$ cat src/hdl/ncpu_pkg.sv
// Shared types for the execute slice; lane count is limited to MAX_LANES by rr_pick
package ncpu_pkg;

   localparam int DATA_W    = 32;
   localparam int INSN_W    = 32;
   localparam int REG_AW    = 5;
   localparam int NUM_REGS  = 2 ** REG_AW;
   localparam int MAX_LANES = 16;

   // Opcode field, insn bits 5..0
   typedef enum logic [5:0] {
      OP_AND   = 6'h00,
      OP_AND_I = 6'h01,
      OP_OR    = 6'h02,
      OP_OR_I  = 6'h03,
      OP_XOR   = 6'h04,
      OP_XOR_I = 6'h05,
      OP_LSL   = 6'h06,
      OP_LSL_I = 6'h07,
      OP_LSR   = 6'h08,
      OP_LSR_I = 6'h09,
      OP_ADD   = 6'h0c,
      OP_ADD_I = 6'h0d,
      OP_SUB   = 6'h0e,
      OP_MUL   = 6'h0f,
      OP_MHI   = 6'h18
   } opcode_e;

   typedef enum logic [3:0] {
      ALU_AND,
      ALU_OR,
      ALU_XOR,
      ALU_LSL,
      ALU_LSR,
      ALU_ADD,
      ALU_SUB,
      ALU_MUL,
      ALU_PASS
   } alu_op_e;

   typedef enum logic [1:0] {
      IDLE,
      MUL_RUN,
      DONE
   } lane_state_e;

   typedef struct packed {
      alu_op_e           alu_op;
      logic [DATA_W-1:0] opa;
      logic [DATA_W-1:0] opb;
      logic [REG_AW-1:0] rd;
   } dec_op_t;

   // Round-robin pick, first set bit after 'last'; returns 'last' when req is empty
   function automatic int rr_pick(input logic [MAX_LANES-1:0] req,
                                  input int last,
                                  input int n);
      int idx;
      int pick;
      pick = last;
      // Walk down so the nearest candidate wins
      for (int k = MAX_LANES; k >= 1; k--) begin
         if (k <= n) begin
            idx = last + k;
            if (idx >= n) begin
               idx = idx - n;
            end
            if (req[idx]) begin
               pick = idx;
            end
         end
      end
      return pick;
   endfunction

endpackage

$ cat src/hdl/ncpu_if.sv
// Valid/ready bundles; payload must hold steady while valid is high and ready is low
`timescale 1ns/1ns

interface ncpu_op_if;
   import ncpu_pkg::*;

   logic    valid;
   logic    ready;
   dec_op_t op;

   modport src (output valid, output op, input ready);
   modport dst (input valid, input op, output ready);
endinterface

interface ncpu_res_if;
   import ncpu_pkg::*;

   logic              valid;
   logic              ready;
   logic [REG_AW-1:0] rd;
   logic [DATA_W-1:0] data;

   modport src (output valid, output rd, output data, input ready);
   modport dst (input valid, input rd, input data, output ready);
endinterface

// Two combinational read ports, no handshake
interface ncpu_rf_rd_if;
   import ncpu_pkg::*;

   logic [REG_AW-1:0] rs1_addr;
   logic [DATA_W-1:0] rs1_data;
   logic [REG_AW-1:0] rs2_addr;
   logic [DATA_W-1:0] rs2_data;

   modport req (
      output rs1_addr,
      output rs2_addr,
      input  rs1_data,
      input  rs2_data
   );
   modport rf (
      input  rs1_addr,
      input  rs2_addr,
      output rs1_data,
      output rs2_data
   );
endinterface

$ cat src/hdl/ncpu_regfile.sv
// Register file without write-to-read bypass; a write is visible the cycle after it
`timescale 1ns/1ns

module ncpu_regfile (
   input  logic                        clk_i,
   input  logic                        arst_n_i,
   ncpu_rf_rd_if.rf                    rd,
   input  logic                        we_i,
   input  logic [ncpu_pkg::REG_AW-1:0] waddr_i,
   input  logic [ncpu_pkg::DATA_W-1:0] wdata_i
);
   import ncpu_pkg::*;

   // r0 has no storage
   logic [DATA_W-1:0] regs [1:NUM_REGS-1];

   always_ff @(posedge clk_i or negedge arst_n_i) begin
      if (!arst_n_i) begin
         for (int i = 1; i < NUM_REGS; i++) begin
            regs[i] <= '0;
         end
      end else if (we_i && (waddr_i != '0)) begin
         regs[waddr_i] <= wdata_i;
      end
   end

   assign rd.rs1_data = (rd.rs1_addr == '0) ? '0 : regs[rd.rs1_addr];
   assign rd.rs2_data = (rd.rs2_addr == '0) ? '0 : regs[rd.rs2_addr];

endmodule

$ cat src/hdl/ncpu_idu.sv
// Decoder with scoreboard; insn_i must stay stable while insn_valid_i waits for ready
`timescale 1ns/1ns

module ncpu_idu (
   input  logic                        clk_i,
   input  logic                        arst_n_i,
   input  logic                        insn_valid_i,
   input  logic [ncpu_pkg::INSN_W-1:0] insn_i,
   output logic                        insn_ready_o,
   output logic                        illegal_o,
   ncpu_rf_rd_if.req                   rf,
   ncpu_op_if.src                      op,
   input  logic                        wb_we_i,
   input  logic [ncpu_pkg::REG_AW-1:0] wb_addr_i
);
   import ncpu_pkg::*;

   logic [5:0]          f_opcode;
   logic [REG_AW-1:0]   f_rd;
   logic [REG_AW-1:0]   f_rs1;
   logic [REG_AW-1:0]   f_rs2;
   logic [15:0]         f_imm16;

   logic                legal;
   logic                use_imm;
   logic                imm_signed;
   logic                is_mhi;
   alu_op_e             alu_op;
   logic [DATA_W-1:0]   imm_ext;
   dec_op_t             dec_op;

   logic [NUM_REGS-1:0] pending_q;
   logic [NUM_REGS-1:0] set_mask;
   logic [NUM_REGS-1:0] clr_mask;
   logic                conflict;
   logic                issue;
   logic                accept;
   logic                run_q;
   logic                op_valid_q;
   dec_op_t             op_q;
   logic                illegal_q;

   assign f_opcode = insn_i[5:0];
   assign f_rd     = insn_i[10:6];
   assign f_rs1    = insn_i[15:11];
   assign f_rs2    = insn_i[20:16];
   assign f_imm16  = insn_i[31:16];

   assign rf.rs1_addr = f_rs1;
   assign rf.rs2_addr = f_rs2;

   always_comb begin
      legal  = 1'b1;
      alu_op = ALU_PASS;
      case (f_opcode)
         OP_AND, OP_AND_I: alu_op = ALU_AND;
         OP_OR,  OP_OR_I:  alu_op = ALU_OR;
         OP_XOR, OP_XOR_I: alu_op = ALU_XOR;
         OP_LSL, OP_LSL_I: alu_op = ALU_LSL;
         OP_LSR, OP_LSR_I: alu_op = ALU_LSR;
         OP_ADD, OP_ADD_I: alu_op = ALU_ADD;
         OP_SUB:           alu_op = ALU_SUB;
         OP_MUL:           alu_op = ALU_MUL;
         OP_MHI:           alu_op = ALU_PASS;
         default:          legal  = 1'b0;
      endcase
   end

   assign use_imm    = f_opcode inside {OP_AND_I, OP_OR_I, OP_XOR_I, OP_LSL_I,
                                        OP_LSR_I, OP_ADD_I, OP_MHI};
   assign imm_signed = f_opcode inside {OP_AND_I, OP_XOR_I, OP_ADD_I};
   assign is_mhi     = (f_opcode == OP_MHI);

   // Shift immediates go through zero-extended, the lane keeps the low bits
   assign imm_ext = is_mhi     ? {f_imm16, 16'h0000} :
                    imm_signed ? {{(DATA_W-16){f_imm16[15]}}, f_imm16} :
                                 {{(DATA_W-16){1'b0}}, f_imm16};

   assign dec_op.alu_op = alu_op;
   assign dec_op.opa    = rf.rs1_data;
   assign dec_op.opb    = use_imm ? imm_ext : rf.rs2_data;
   assign dec_op.rd     = f_rd;

   // MHI reads no register, immediate forms skip rs2
   assign conflict = legal & ((pending_q[f_rs1] & ~is_mhi) |
                              (pending_q[f_rs2] & ~use_imm) |
                              pending_q[f_rd]);

   // rd of zero makes the insn a no-op
   assign issue = legal & (f_rd != '0);

   assign insn_ready_o = run_q & (~op_valid_q | op.ready) & ~conflict;
   assign accept       = insn_valid_i & insn_ready_o;

   assign set_mask = (accept && issue) ? (NUM_REGS'(1) << f_rd) : '0;
   assign clr_mask = wb_we_i ? (NUM_REGS'(1) << wb_addr_i) : '0;

   always_ff @(posedge clk_i or negedge arst_n_i) begin
      if (!arst_n_i) begin
         run_q      <= 1'b0;
         op_valid_q <= 1'b0;
         illegal_q  <= 1'b0;
         pending_q  <= '0;
      end else begin
         run_q     <= 1'b1;
         illegal_q <= accept & ~legal;
         pending_q <= (pending_q & ~clr_mask) | set_mask;
         if (op_valid_q && op.ready) begin
            op_valid_q <= 1'b0;
         end
         if (accept && issue) begin
            op_valid_q <= 1'b1;
         end
      end
   end

   always_ff @(posedge clk_i) begin
      if (accept && issue) begin
         op_q <= dec_op;
      end
   end

   assign op.valid  = op_valid_q;
   assign op.op     = op_q;
   assign illegal_o = illegal_q;

endmodule

$ cat src/hdl/ncpu_dispatch.sv
// Combinational dispatcher; NUM_LANES from 1 to MAX_LANES
`timescale 1ns/1ns

module ncpu_dispatch #(
   parameter int NUM_LANES = 3
) (
   input  logic   clk_i,
   input  logic   arst_n_i,
   ncpu_op_if.dst in,
   ncpu_op_if.src out [NUM_LANES]
);
   import ncpu_pkg::*;

   localparam int PTR_W = (NUM_LANES > 1) ? $clog2(NUM_LANES) : 1;

   logic [NUM_LANES-1:0] lane_rdy;
   logic [NUM_LANES-1:0] grant;
   logic [PTR_W-1:0]     pick;
   logic [PTR_W-1:0]     last_q;

   for (genvar i = 0; i < NUM_LANES; i++) begin : g_lane
      assign lane_rdy[i]  = out[i].ready;
      assign out[i].valid = in.valid & grant[i];
      assign out[i].op    = in.op;
   end

   // Search starts at the lane after the previous grant
   assign pick  = PTR_W'(rr_pick(MAX_LANES'(lane_rdy), int'(last_q), NUM_LANES));
   assign grant = (|lane_rdy) ? (NUM_LANES'(1) << pick) : '0;

   // No idle lane holds the decoder
   assign in.ready = |lane_rdy;

   always_ff @(posedge clk_i or negedge arst_n_i) begin
      if (!arst_n_i) begin
         last_q <= PTR_W'(NUM_LANES - 1);
      end else if (in.valid && in.ready) begin
         last_q <= pick;
      end
   end

endmodule

$ cat src/hdl/ncpu_alu_lane.sv
// One lane, one op at a time; MUL takes 7 extra cycles, result waits in DONE for ready
`timescale 1ns/1ns

module ncpu_alu_lane (
   input  logic    clk_i,
   input  logic    arst_n_i,
   ncpu_op_if.dst  op,
   ncpu_res_if.src res
);
   import ncpu_pkg::*;

   localparam int SH_W = $clog2(DATA_W);

   lane_state_e       state_q;
   logic [2:0]        cnt_q;
   logic [DATA_W-1:0] res_q;
   logic [DATA_W-1:0] mcand_q;
   logic [DATA_W-1:0] mplier_q;
   logic [DATA_W-1:0] alu_out;
   logic [REG_AW-1:0] rd_q;
   logic              start;

   assign op.ready = (state_q == IDLE);
   assign start    = op.valid & op.ready;

   always_comb begin
      case (op.op.alu_op)
         ALU_AND: alu_out = op.op.opa & op.op.opb;
         ALU_OR:  alu_out = op.op.opa | op.op.opb;
         ALU_XOR: alu_out = op.op.opa ^ op.op.opb;
         ALU_LSL: alu_out = op.op.opa << op.op.opb[SH_W-1:0];
         ALU_LSR: alu_out = op.op.opa >> op.op.opb[SH_W-1:0];
         ALU_ADD: alu_out = op.op.opa + op.op.opb;
         ALU_SUB: alu_out = op.op.opa - op.op.opb;
         // First nibble of the multiplier
         ALU_MUL: alu_out = op.op.opa * DATA_W'(op.op.opb[3:0]);
         default: alu_out = op.op.opb;
      endcase
   end

   always_ff @(posedge clk_i or negedge arst_n_i) begin
      if (!arst_n_i) begin
         state_q <= IDLE;
         cnt_q   <= '0;
      end else begin
         case (state_q)
            IDLE: begin
               if (op.valid) begin
                  cnt_q   <= 3'd7;
                  state_q <= (op.op.alu_op == ALU_MUL) ? MUL_RUN : DONE;
               end
            end
            MUL_RUN: begin
               cnt_q <= cnt_q - 3'd1;
               if (cnt_q == 3'd1) begin
                  state_q <= DONE;
               end
            end
            DONE: begin
               if (res.ready) begin
                  state_q <= IDLE;
               end
            end
            default: state_q <= IDLE;
         endcase
      end
   end

   // Remaining 7 nibbles accumulate here, low 32 bits only
   always_ff @(posedge clk_i) begin
      if (start) begin
         res_q    <= alu_out;
         rd_q     <= op.op.rd;
         mcand_q  <= op.op.opa << 4;
         mplier_q <= op.op.opb >> 4;
      end else if (state_q == MUL_RUN) begin
         res_q    <= res_q + mcand_q * DATA_W'(mplier_q[3:0]);
         mcand_q  <= mcand_q << 4;
         mplier_q <= mplier_q >> 4;
      end
   end

   assign res.valid = (state_q == DONE);
   assign res.rd    = rd_q;
   assign res.data  = res_q;

endmodule

$ cat src/hdl/ncpu_wb_arb.sv
// Writeback arbiter, one grant per cycle; outputs are one-cycle pulses with no back-pressure
`timescale 1ns/1ns

module ncpu_wb_arb #(
   parameter int NUM_LANES = 3
) (
   input  logic                        clk_i,
   input  logic                        arst_n_i,
   ncpu_res_if.dst                     res [NUM_LANES],
   output logic                        we_o,
   output logic [ncpu_pkg::REG_AW-1:0] waddr_o,
   output logic [ncpu_pkg::DATA_W-1:0] wdata_o
);
   import ncpu_pkg::*;

   localparam int PTR_W = (NUM_LANES > 1) ? $clog2(NUM_LANES) : 1;

   logic [NUM_LANES-1:0] req;
   logic [REG_AW-1:0]    rd_a   [NUM_LANES];
   logic [DATA_W-1:0]    data_a [NUM_LANES];
   logic [PTR_W-1:0]     pick;
   logic [PTR_W-1:0]     last_q;
   logic                 any_req;

   for (genvar i = 0; i < NUM_LANES; i++) begin : g_lane
      assign req[i]       = res[i].valid;
      assign rd_a[i]      = res[i].rd;
      assign data_a[i]    = res[i].data;
      assign res[i].ready = any_req & (pick == PTR_W'(i));
   end

   assign any_req = |req;
   assign pick    = PTR_W'(rr_pick(MAX_LANES'(req), int'(last_q), NUM_LANES));

   always_ff @(posedge clk_i or negedge arst_n_i) begin
      if (!arst_n_i) begin
         we_o   <= 1'b0;
         last_q <= PTR_W'(NUM_LANES - 1);
      end else begin
         we_o <= any_req;
         if (any_req) begin
            last_q <= pick;
         end
      end
   end

   always_ff @(posedge clk_i) begin
      if (any_req) begin
         waddr_o <= rd_a[pick];
         wdata_o <= data_a[pick];
      end
   end

endmodule

$ cat src/hdl/ncpu_exec_top.sv
// Execute slice top; writeback outputs cannot be stalled, wb_valid_o marks each register write
`timescale 1ns/1ns

module ncpu_exec_top #(
   parameter int NUM_LANES = 3
) (
   input  logic                        clk_i,
   input  logic                        arst_n_i,
   input  logic                        insn_valid_i,
   input  logic [ncpu_pkg::INSN_W-1:0] insn_i,
   output logic                        insn_ready_o,
   output logic                        wb_valid_o,
   output logic [ncpu_pkg::REG_AW-1:0] wb_addr_o,
   output logic [ncpu_pkg::DATA_W-1:0] wb_data_o,
   output logic                        illegal_o
);

   ncpu_rf_rd_if rf_rd ();
   ncpu_op_if    issue ();
   ncpu_op_if    lane_op  [NUM_LANES] ();
   ncpu_res_if   lane_res [NUM_LANES] ();

   // Writeback port doubles as the regfile write and scoreboard clear
   ncpu_regfile u_regfile (
      .clk_i    (clk_i),
      .arst_n_i (arst_n_i),
      .rd       (rf_rd),
      .we_i     (wb_valid_o),
      .waddr_i  (wb_addr_o),
      .wdata_i  (wb_data_o)
   );

   ncpu_idu u_idu (
      .clk_i        (clk_i),
      .arst_n_i     (arst_n_i),
      .insn_valid_i (insn_valid_i),
      .insn_i       (insn_i),
      .insn_ready_o (insn_ready_o),
      .illegal_o    (illegal_o),
      .rf           (rf_rd),
      .op           (issue),
      .wb_we_i      (wb_valid_o),
      .wb_addr_i    (wb_addr_o)
   );

   ncpu_dispatch #(.NUM_LANES(NUM_LANES)) u_dispatch (
      .clk_i    (clk_i),
      .arst_n_i (arst_n_i),
      .in       (issue),
      .out      (lane_op)
   );

   for (genvar i = 0; i < NUM_LANES; i++) begin : g_lane
      ncpu_alu_lane u_lane (
         .clk_i    (clk_i),
         .arst_n_i (arst_n_i),
         .op       (lane_op[i]),
         .res      (lane_res[i])
      );
   end

   ncpu_wb_arb #(.NUM_LANES(NUM_LANES)) u_wb_arb (
      .clk_i    (clk_i),
      .arst_n_i (arst_n_i),
      .res      (lane_res),
      .we_o     (wb_valid_o),
      .waddr_o  (wb_addr_o),
      .wdata_o  (wb_data_o)
   );

endmodule

$ cat config.mk
export PLATFORM = sky130hd
export DESIGN_NAME = ncpu_exec_top
export DESIGN_NICKNAME = d
export VERILOG_FILES = /design/src/hdl/ncpu_pkg.sv /design/src/hdl/ncpu_if.sv /design/src/hdl/ncpu_regfile.sv /design/src/hdl/ncpu_idu.sv /design/src/hdl/ncpu_dispatch.sv /design/src/hdl/ncpu_alu_lane.sv /design/src/hdl/ncpu_wb_arb.sv /design/src/hdl/ncpu_exec_top.sv
export SDC_FILE = /design/constraint.sdc
export NUM_CORES = 2
export LEC_CHECK = 0
export CORE_AREA = 2 2 526 528
export CTS_CLUSTER_DIAMETER = 30
export CTS_CLUSTER_SIZE = 24
export DETAILED_ROUTE_END_ITERATION = 8
export DIE_AREA = 0 0 528 530
export DONT_BUFFER_PORTS = 1
export PLACE_DENSITY = 0.59
export SYNTH_ARGS = -nofsm -noshare
export SYNTH_HDL_FRONTEND = slang
export SYNTH_SLANG_ARGS = --single-unit
$ cat constraint.sdc
create_clock -name clk_i -period 21.9 [get_ports clk_i]
set_clock_uncertainty 0.1 [all_clocks]
set_input_delay 4.38 -clock clk_i [delete_from_list [all_inputs] [get_ports clk_i]]
set_output_delay 4.38 -clock clk_i [all_outputs]
set_load 0.05 [all_outputs]
# After elaboration in Yosys (flattened, before gate mapping)
# Cells that the tools add are included.
[op_classes]
mul = 4
add_sub_neg = 20
shift = 5
eq_ne = 41
mux = 100
n_bitwise = 35
order_cmp = 20
n_div = 0
n_reduce_logical = 38
[ops]
columns = ["cell", "n"]
rows = [
  ["bitwise mux 992 bit", 1],
  ["two-way mux 32 bit", 31],
  ["binary-select mux 32 bit (select 5 bit)", 2],
  ["one-hot mux 32 bit (8 select lines)", 1],
  [">= comparator 32 x 3 -> 1 bit, second input constant", 6],
  ["less-than comparator 32 x 6 -> 1 bit, second input constant", 6],
  ["subtractor 32 x 3 -> 32 bit, second input constant", 6],
  ["two-way mux 28 bit", 6],
  ["demux 32 bit (select 5 bit)", 1],
  ["adder 32 bit", 4],
  ["multiplier 28 x 4 -> 28 bit", 3],
  ["bitwise AND 32 bit", 2],
  ["binary-select mux 32 bit (select 2 bit)", 1],
  ["bitwise OR 32 bit", 2],
  ["left shift 1 x 5 -> 32 bit, first input constant", 2],
  ["equality test 6 x 4 -> 1 bit, second input constant", 6],
  ["multiplier 32 x 4 -> 32 bit", 1],
  ["two-way mux 2 bit", 16],
  ["inverter 32 bit", 1],
  ["one-hot mux 4 bit (8 select lines)", 1],
  ["left shift 32 x 5 -> 32 bit", 1],
  ["right shift 32 x 5 -> 32 bit", 1],
  ["subtractor 32 bit", 1],
  ["XOR 32 bit", 1],
  ["other kinds (47)", 160],
]
[totals]
input_bits = 35
elab_cells = 325
regBits = 1436
latch_bits = 0
rom_bits = 0
mem_count = 0
ramBits = 0

# Longest topological paths before layout
[logic_depth]
word_depth = 14
ltp_mapped = 28
mapped_depth_nobuf = 26

# Modules after synthesis
# A second synthesis with hierarchy kept.
[unflattened]
hier_cells = 11801
area_unflattened_um2 = 121071.1
[modules_own_cells]
columns = ["module", "cells_per_inst", "seq_area_each_um2", "n_inst", "area_per_inst_um2"]
rows = [
  ["ncpu_regfile", 3612, 24823.8, 1, 53491.3],
  ["ncpu_alu_lane (g_lane[2].u_lane)", 2466, 2917.8, 1, 19361.1],
  ["ncpu_alu_lane (g_lane[1].u_lane)", 2466, 2917.8, 1, 19180.9],
  ["ncpu_alu_lane (g_lane[0].u_lane)", 2383, 2917.8, 1, 18934.4],
  ["ncpu_idu", 432, 3067.9, 1, 5560.3],
  ["ncpu_wb_arb", 173, 1187.4, 1, 2484.9],
  ["ncpu_dispatch", 269, 51.3, 1, 2058.2],
]

# Worst setup path after synthesis
# No wires, ideal clock.
[synth_path]
kind = "input -> output"
from = "input port insn_i[7] (netlist bit)"
to = "output port insn_ready_o"
slack_ps = 10385
arrival_time_ps = 7035
path_stages = 8
n_path_buf = 2
required_ps = 17420
cell_sequence = "clkbuf_1 clkbuf_1 mux4_2 mux4_2 mux2_2 a211oi_2 inv_1 a21oi_1"
[synth_via]
elab_chain_cells = 6
[synth_lines]
columns = ["item", "line_no", "rtl"]
rows = [
  ["start: declaration", "ncpu_exec_top.sv:10", "input logic [ncpu_pkg::INSN_W-1:0] insn_i,"],
  ["binary-select mux 1 bit (select 5 bit)", "ncpu_idu.sv:87", "pending_q[f_rd]);"],
  ["two-way mux 1 bit (implied by the code)", "ncpu_idu.sv:87", ""],
  ["bitwise OR 1 bit", "ncpu_idu.sv:86", "(pending_q[f_rs2] & ~use_imm) |"],
  ["bitwise AND 1 bit", "ncpu_idu.sv:85", "assign conflict = legal & ((pending_q[f_rs1] & ~is_mhi) |"],
  ["inverter 1 bit", "ncpu_idu.sv:92", "assign insn_ready_o = run_q & (~op_valid_q | op.ready) & ~conflict;"],
  ["bitwise AND 1 bit", "ncpu_idu.sv:92", ""],
  ["end: declaration", "ncpu_exec_top.sv:11", "output logic insn_ready_o,"],
]
# Every way passes these cells. The select of a mux whose other input is x is not followed.

# Worst setup path in the final report
[layout_path]
from = "input port insn_i[17] (netlist bit)"
to = "output port insn_ready_o"
[layout_via]
elab_chain_cells = 8
[layout_lines]
columns = ["item", "line_no"]
rows = [
  ["binary-select mux 1 bit (select 5 bit)", "ncpu_idu.sv:86"],
  ["two-way mux 1 bit (implied by the code)", "ncpu_idu.sv:86"],
  ["bitwise AND 1 bit", "ncpu_idu.sv:86"],
  ["bitwise OR 1 bit", "ncpu_idu.sv:85"],
  ["bitwise OR 1 bit", "ncpu_idu.sv:86"],
  ["bitwise AND 1 bit", "ncpu_idu.sv:85"],
  ["inverter 1 bit", "ncpu_idu.sv:92"],
  ["bitwise AND 1 bit", "ncpu_idu.sv:92"],
]
# Every way passes these cells. The select of a mux whose other input is x is not followed.

==> key figures <==
Status
  – Status: complete, but fails checks
  – Failing checks: max-slew violations

Clock network
  – Reg clk slew, reported paths: 0.04 ns
  – Post-CTS Setup Bufs: 0
  – CTS resizes: 0
  – TritonCTS Buffers: 362
  – Clock buffer depth: 4
  – H-tree Lvls: 5
  – Clock latency on the worst-skew pair: 0.97 ns
  – Num Clock Sinks: 1436
  – Post-CTS Hold Fix Bufs: 0
  – CTS root buf: clkbuf_16
  – CTS tree: built

STA
  – Final Critical Period: 11.97 ns
  – Fmax: 0.0836 GHz
  – Hold Vio Cnt, Final: 0
  – Setup WS post-layout: 9.93 ns
  – Share of the clock period used by the worst path: 0.546
  – Rel. slew slack: -0.226
  – RSZ-0062 raised after global routing: false
  – Smallest hold slack: 0.380 ns
  – Measured slew at the worst slew-check pin: 1.84 ns
  – Final setup TNS: 0 ns
  – Final setup viols: 0
  – Final Max Slew Viols: 243

Place
  – GP Congestion: 0.977
  – Detail Placement HPWL: 199000 microns
  – Port-buffer cells: 0
  – # placed instances: 11086
  – Place WS: 10.70 ns

Yosys
  – Mapped Nets: 8492
  – Post-synth cell types: 100
  – Number of synthesized register bits: 1436
  – Mapped Cells: 7933
  – Cell area after synthesis: 0.0955 sq mm
  – Ys flop type: dfrtp_1
  – Register area share after synthesis: 0.397
  – EDFF count, synth: 389
  – Fraction of registers with async set/reset: 0.729
  – Synth Area per Inst: 12.0 sq um
  – YS warnings: 0

Critical path
  – CP Data Required Time: 17.42 ns
  – CP max stage delay: 1.13 ns
  – Crit end category: output pin
  – Reg2reg start: g_lane[2].u_lane.mplier_q[2]$_DFFE_PP_
  – CP delay by family, top: multiplexers
  – Worst endpoint data arrival time: 7.49 ns
  – Crit-path max FO: 265
  – WS Path Type: primary input to output pin
  – CP Cell Sequence: mux4_2 > nand2_1 > o21ai_0 > a211oi_2 > inv_1 > a21oi_1 > buf_4
  – CP max stage cell: mux4_2
  – Bufs and invs on worst path: 2
  – Critical path launch point: insn_i[17]
  – Internal reg-to-reg setup slack: 14.32 ns
  – Worst setup SP type: primary input

Floorplanning
  – Die area: 0.280 sq mm
  – Starting Density: 0.348
  – Rows: 193
  – Overall die height: 530 microns
  – Die W: 528 microns
  – IO Count: 75
  – Area of the core: 0.275 sq mm

Pwr
  – Comb pwr share: 0.312
  – Part of the power in registers: 0.293
  – Peak supply drop: 0.0770 mV
  – Switching pwr: 0.00446 W
  – PnR Total Power: 0.0137 W
  – Clock power frac: 0.395
  – Switching Fraction: 0.325
  – Power per Cell Area: 123 mW/mm^2
  – Int Pwr: 0.00925 W
  – Leak: 49.4 nW

Route
  – Wire per inst: 26.9 microns
  – Vias/cell: 5.81
  – DRT Pass-1 Iters: 7
  – Vias post-DR: 68266
  – DR iter-0 viols: 5956
  – Post-Route WL: 316000 microns
  – ANT nets after route: 0
  – DRC: 0

Global route
  – GRT Total Usage: 0.223
  – Largest net degree at the start of global routing: 270
  – Grt ovf: 0
  – First-pass GRT wire length: 469000 microns
  – Initial antenna violation count: 14
  – Vias in the first global route: 70672

Min path
  – Min-delay src: u_idu.op.op[0]$_DFFE_PP_
  – HP Class: register to register

Run
  – Max-cap violations: 0

Final layout
  – Non-filler cells, final: 11746
  – # nets final: 8403
  – Most common cell after layout, fill and taps aside: mux2_2
  – Area grow syn2layout: 16.9%
  – Most frequent cells in the layout: mux2_2, dfrtp_1, mux4_2
  – Fraction of layout instances using a drive strength above 1: 0.318
[cell type report]
type / count / area (sq um)
tap: 3607 / 4510
antenna: 15 / 37.5
multi-input combinational: 5452 / 53900
clock inverter: 197 / 2450
timing repair buffer: 138 / 1210
clock buffer: 447 / 9920
inverter: 454 / 1700
fill: 25455 / 163000
sequential: 1436 / 37900
[per-layer routing]
layer  up-vias  GRT usage  routed length, microns
met5         -          0                      20
met4         2      0.108                   15600
met3       740     0.0381                   20200
met2      2633      0.370                  153000
met1     35787      0.282                  127000
li1      29104          -                       -
[worst register-to-register path: stages, from the launching register on]
cell,delay [ns]
edfxtp_1,0.80
and2_1,0.39
fa_1,0.50
inv_1,0.05
fa_1,0.48
inv_1,0.05
ha_1,0.33
a21o_1,0.13
a21oi_1,0.11
o21ai_0,0.48
a2111oi_0,0.25
a2111oi_0,0.84
o21ai_0,0.17
nand2b_1,0.16
a21o_1,0.14
a21oi_1,0.07
xnor2_1,0.18
ha_1,0.25
a2111oi_0,0.29
o211ai_1,0.18
o21ai_0,0.43
a31oi_1,0.23
a31oi_1,0.28
xnor2_1,0.16
xnor2_1,0.13
mux2i_1,0.08
[sequential cells by signal (all words and copies together), names as in the netlist]
register	cells
u_wb_arb.last_q	2
u_wb_arb.we_o	1
u_regfile.regs	992
g_lane.u_lane.cnt_q	9
g_lane.u_lane.state_q	6
u_idu.op.valid	1
g_lane.u_lane.res.rd	15
g_lane.u_lane.mcand_q	84
u_idu.pending_q	32
u_dispatch.last_q	2
u_wb_arb.waddr_o	5
u_idu.illegal_o	1
u_idu.op.op	73
u_idu.run_q	1
g_lane.u_lane.res.data	96
u_wb_arb.wdata_o	32
g_lane.u_lane.mplier_q	84
[cells by family (layout without fill, tap and decap cells)]
logic type | Yosys count | after routing | share of synthesized area
mux | 1892 | 1892 | 0.297
simple gates | 1482 | 1482 | 0.0719
flops | 1436 | 1436 | 0.397
compound gates | 1325 | 1325 | 0.0870
buf+inv | 1045 | 1236 | 0.0419
fa+ha+maj | 524 | 524 | 0.0850
xor+xnor | 228 | 228 | 0.0209
other cells | 1 | 16 | 0.0000393
[stage by stage]
step / instance area, sq um / util
6_report: 112000 / 0.406
5_1_grt: 112000 / 0.406
4_1_cts: 112000 / 0.406
3_5_place_dp: 99200 / 0.361
3_3_place_gp: 99200 / 0.361
2_1_floorplan: 95500 / -
[path summary, 6_finish.rpt]
check	to	cells past startpoint
setup / recovery	insn_ready_o	7
hold / removal	g_lane[1].u_lane.res.rd[0]$_DFFE_PP_	0
setup reg to reg	g_lane[2].u_lane.res.data[31]$_DFFE_PP_	25
hold reg to reg	g_lane[1].u_lane.res.rd[0]$_DFFE_PP_	0
max in group asynchronous	u_idu.pending_q[8]$_DFF_PN0_	4
min in group asynchronous	u_regfile.regs[239]$_DFFE_PN0P_	0
[Yosys cell counts (213+ instances only)]
cell type / count / area (sq um)
edfxtp_1: 389 / 11700
dfrtp_1: 1045 / 26200
nor2_1: 312 / 1170
mux4_2: 633 / 14300
a21oi_1: 315 / 1580
inv_1: 441 / 1660
ha_1: 316 / 3950
and2_1: 213 / 1330
o21ai_0: 452 / 2260
nand2_1: 643 / 2410
clkbuf_1: 437 / 1640
mux2_2: 1119 / 12600
[power by group through the flow]
stage                     Clock (W)  Combinational [W]  Sequential (W)
after floorplan                   0            0.00308         0.00398
after CTS                   0.00547            0.00425         0.00400
final                       0.00541            0.00428         0.00402
after detailed placement          0            0.00421         0.00404
after global routing        0.00562            0.00464         0.00410
after global placement            0            0.00411         0.00397
Note: power is estimated with default switching activity, not from simulation.
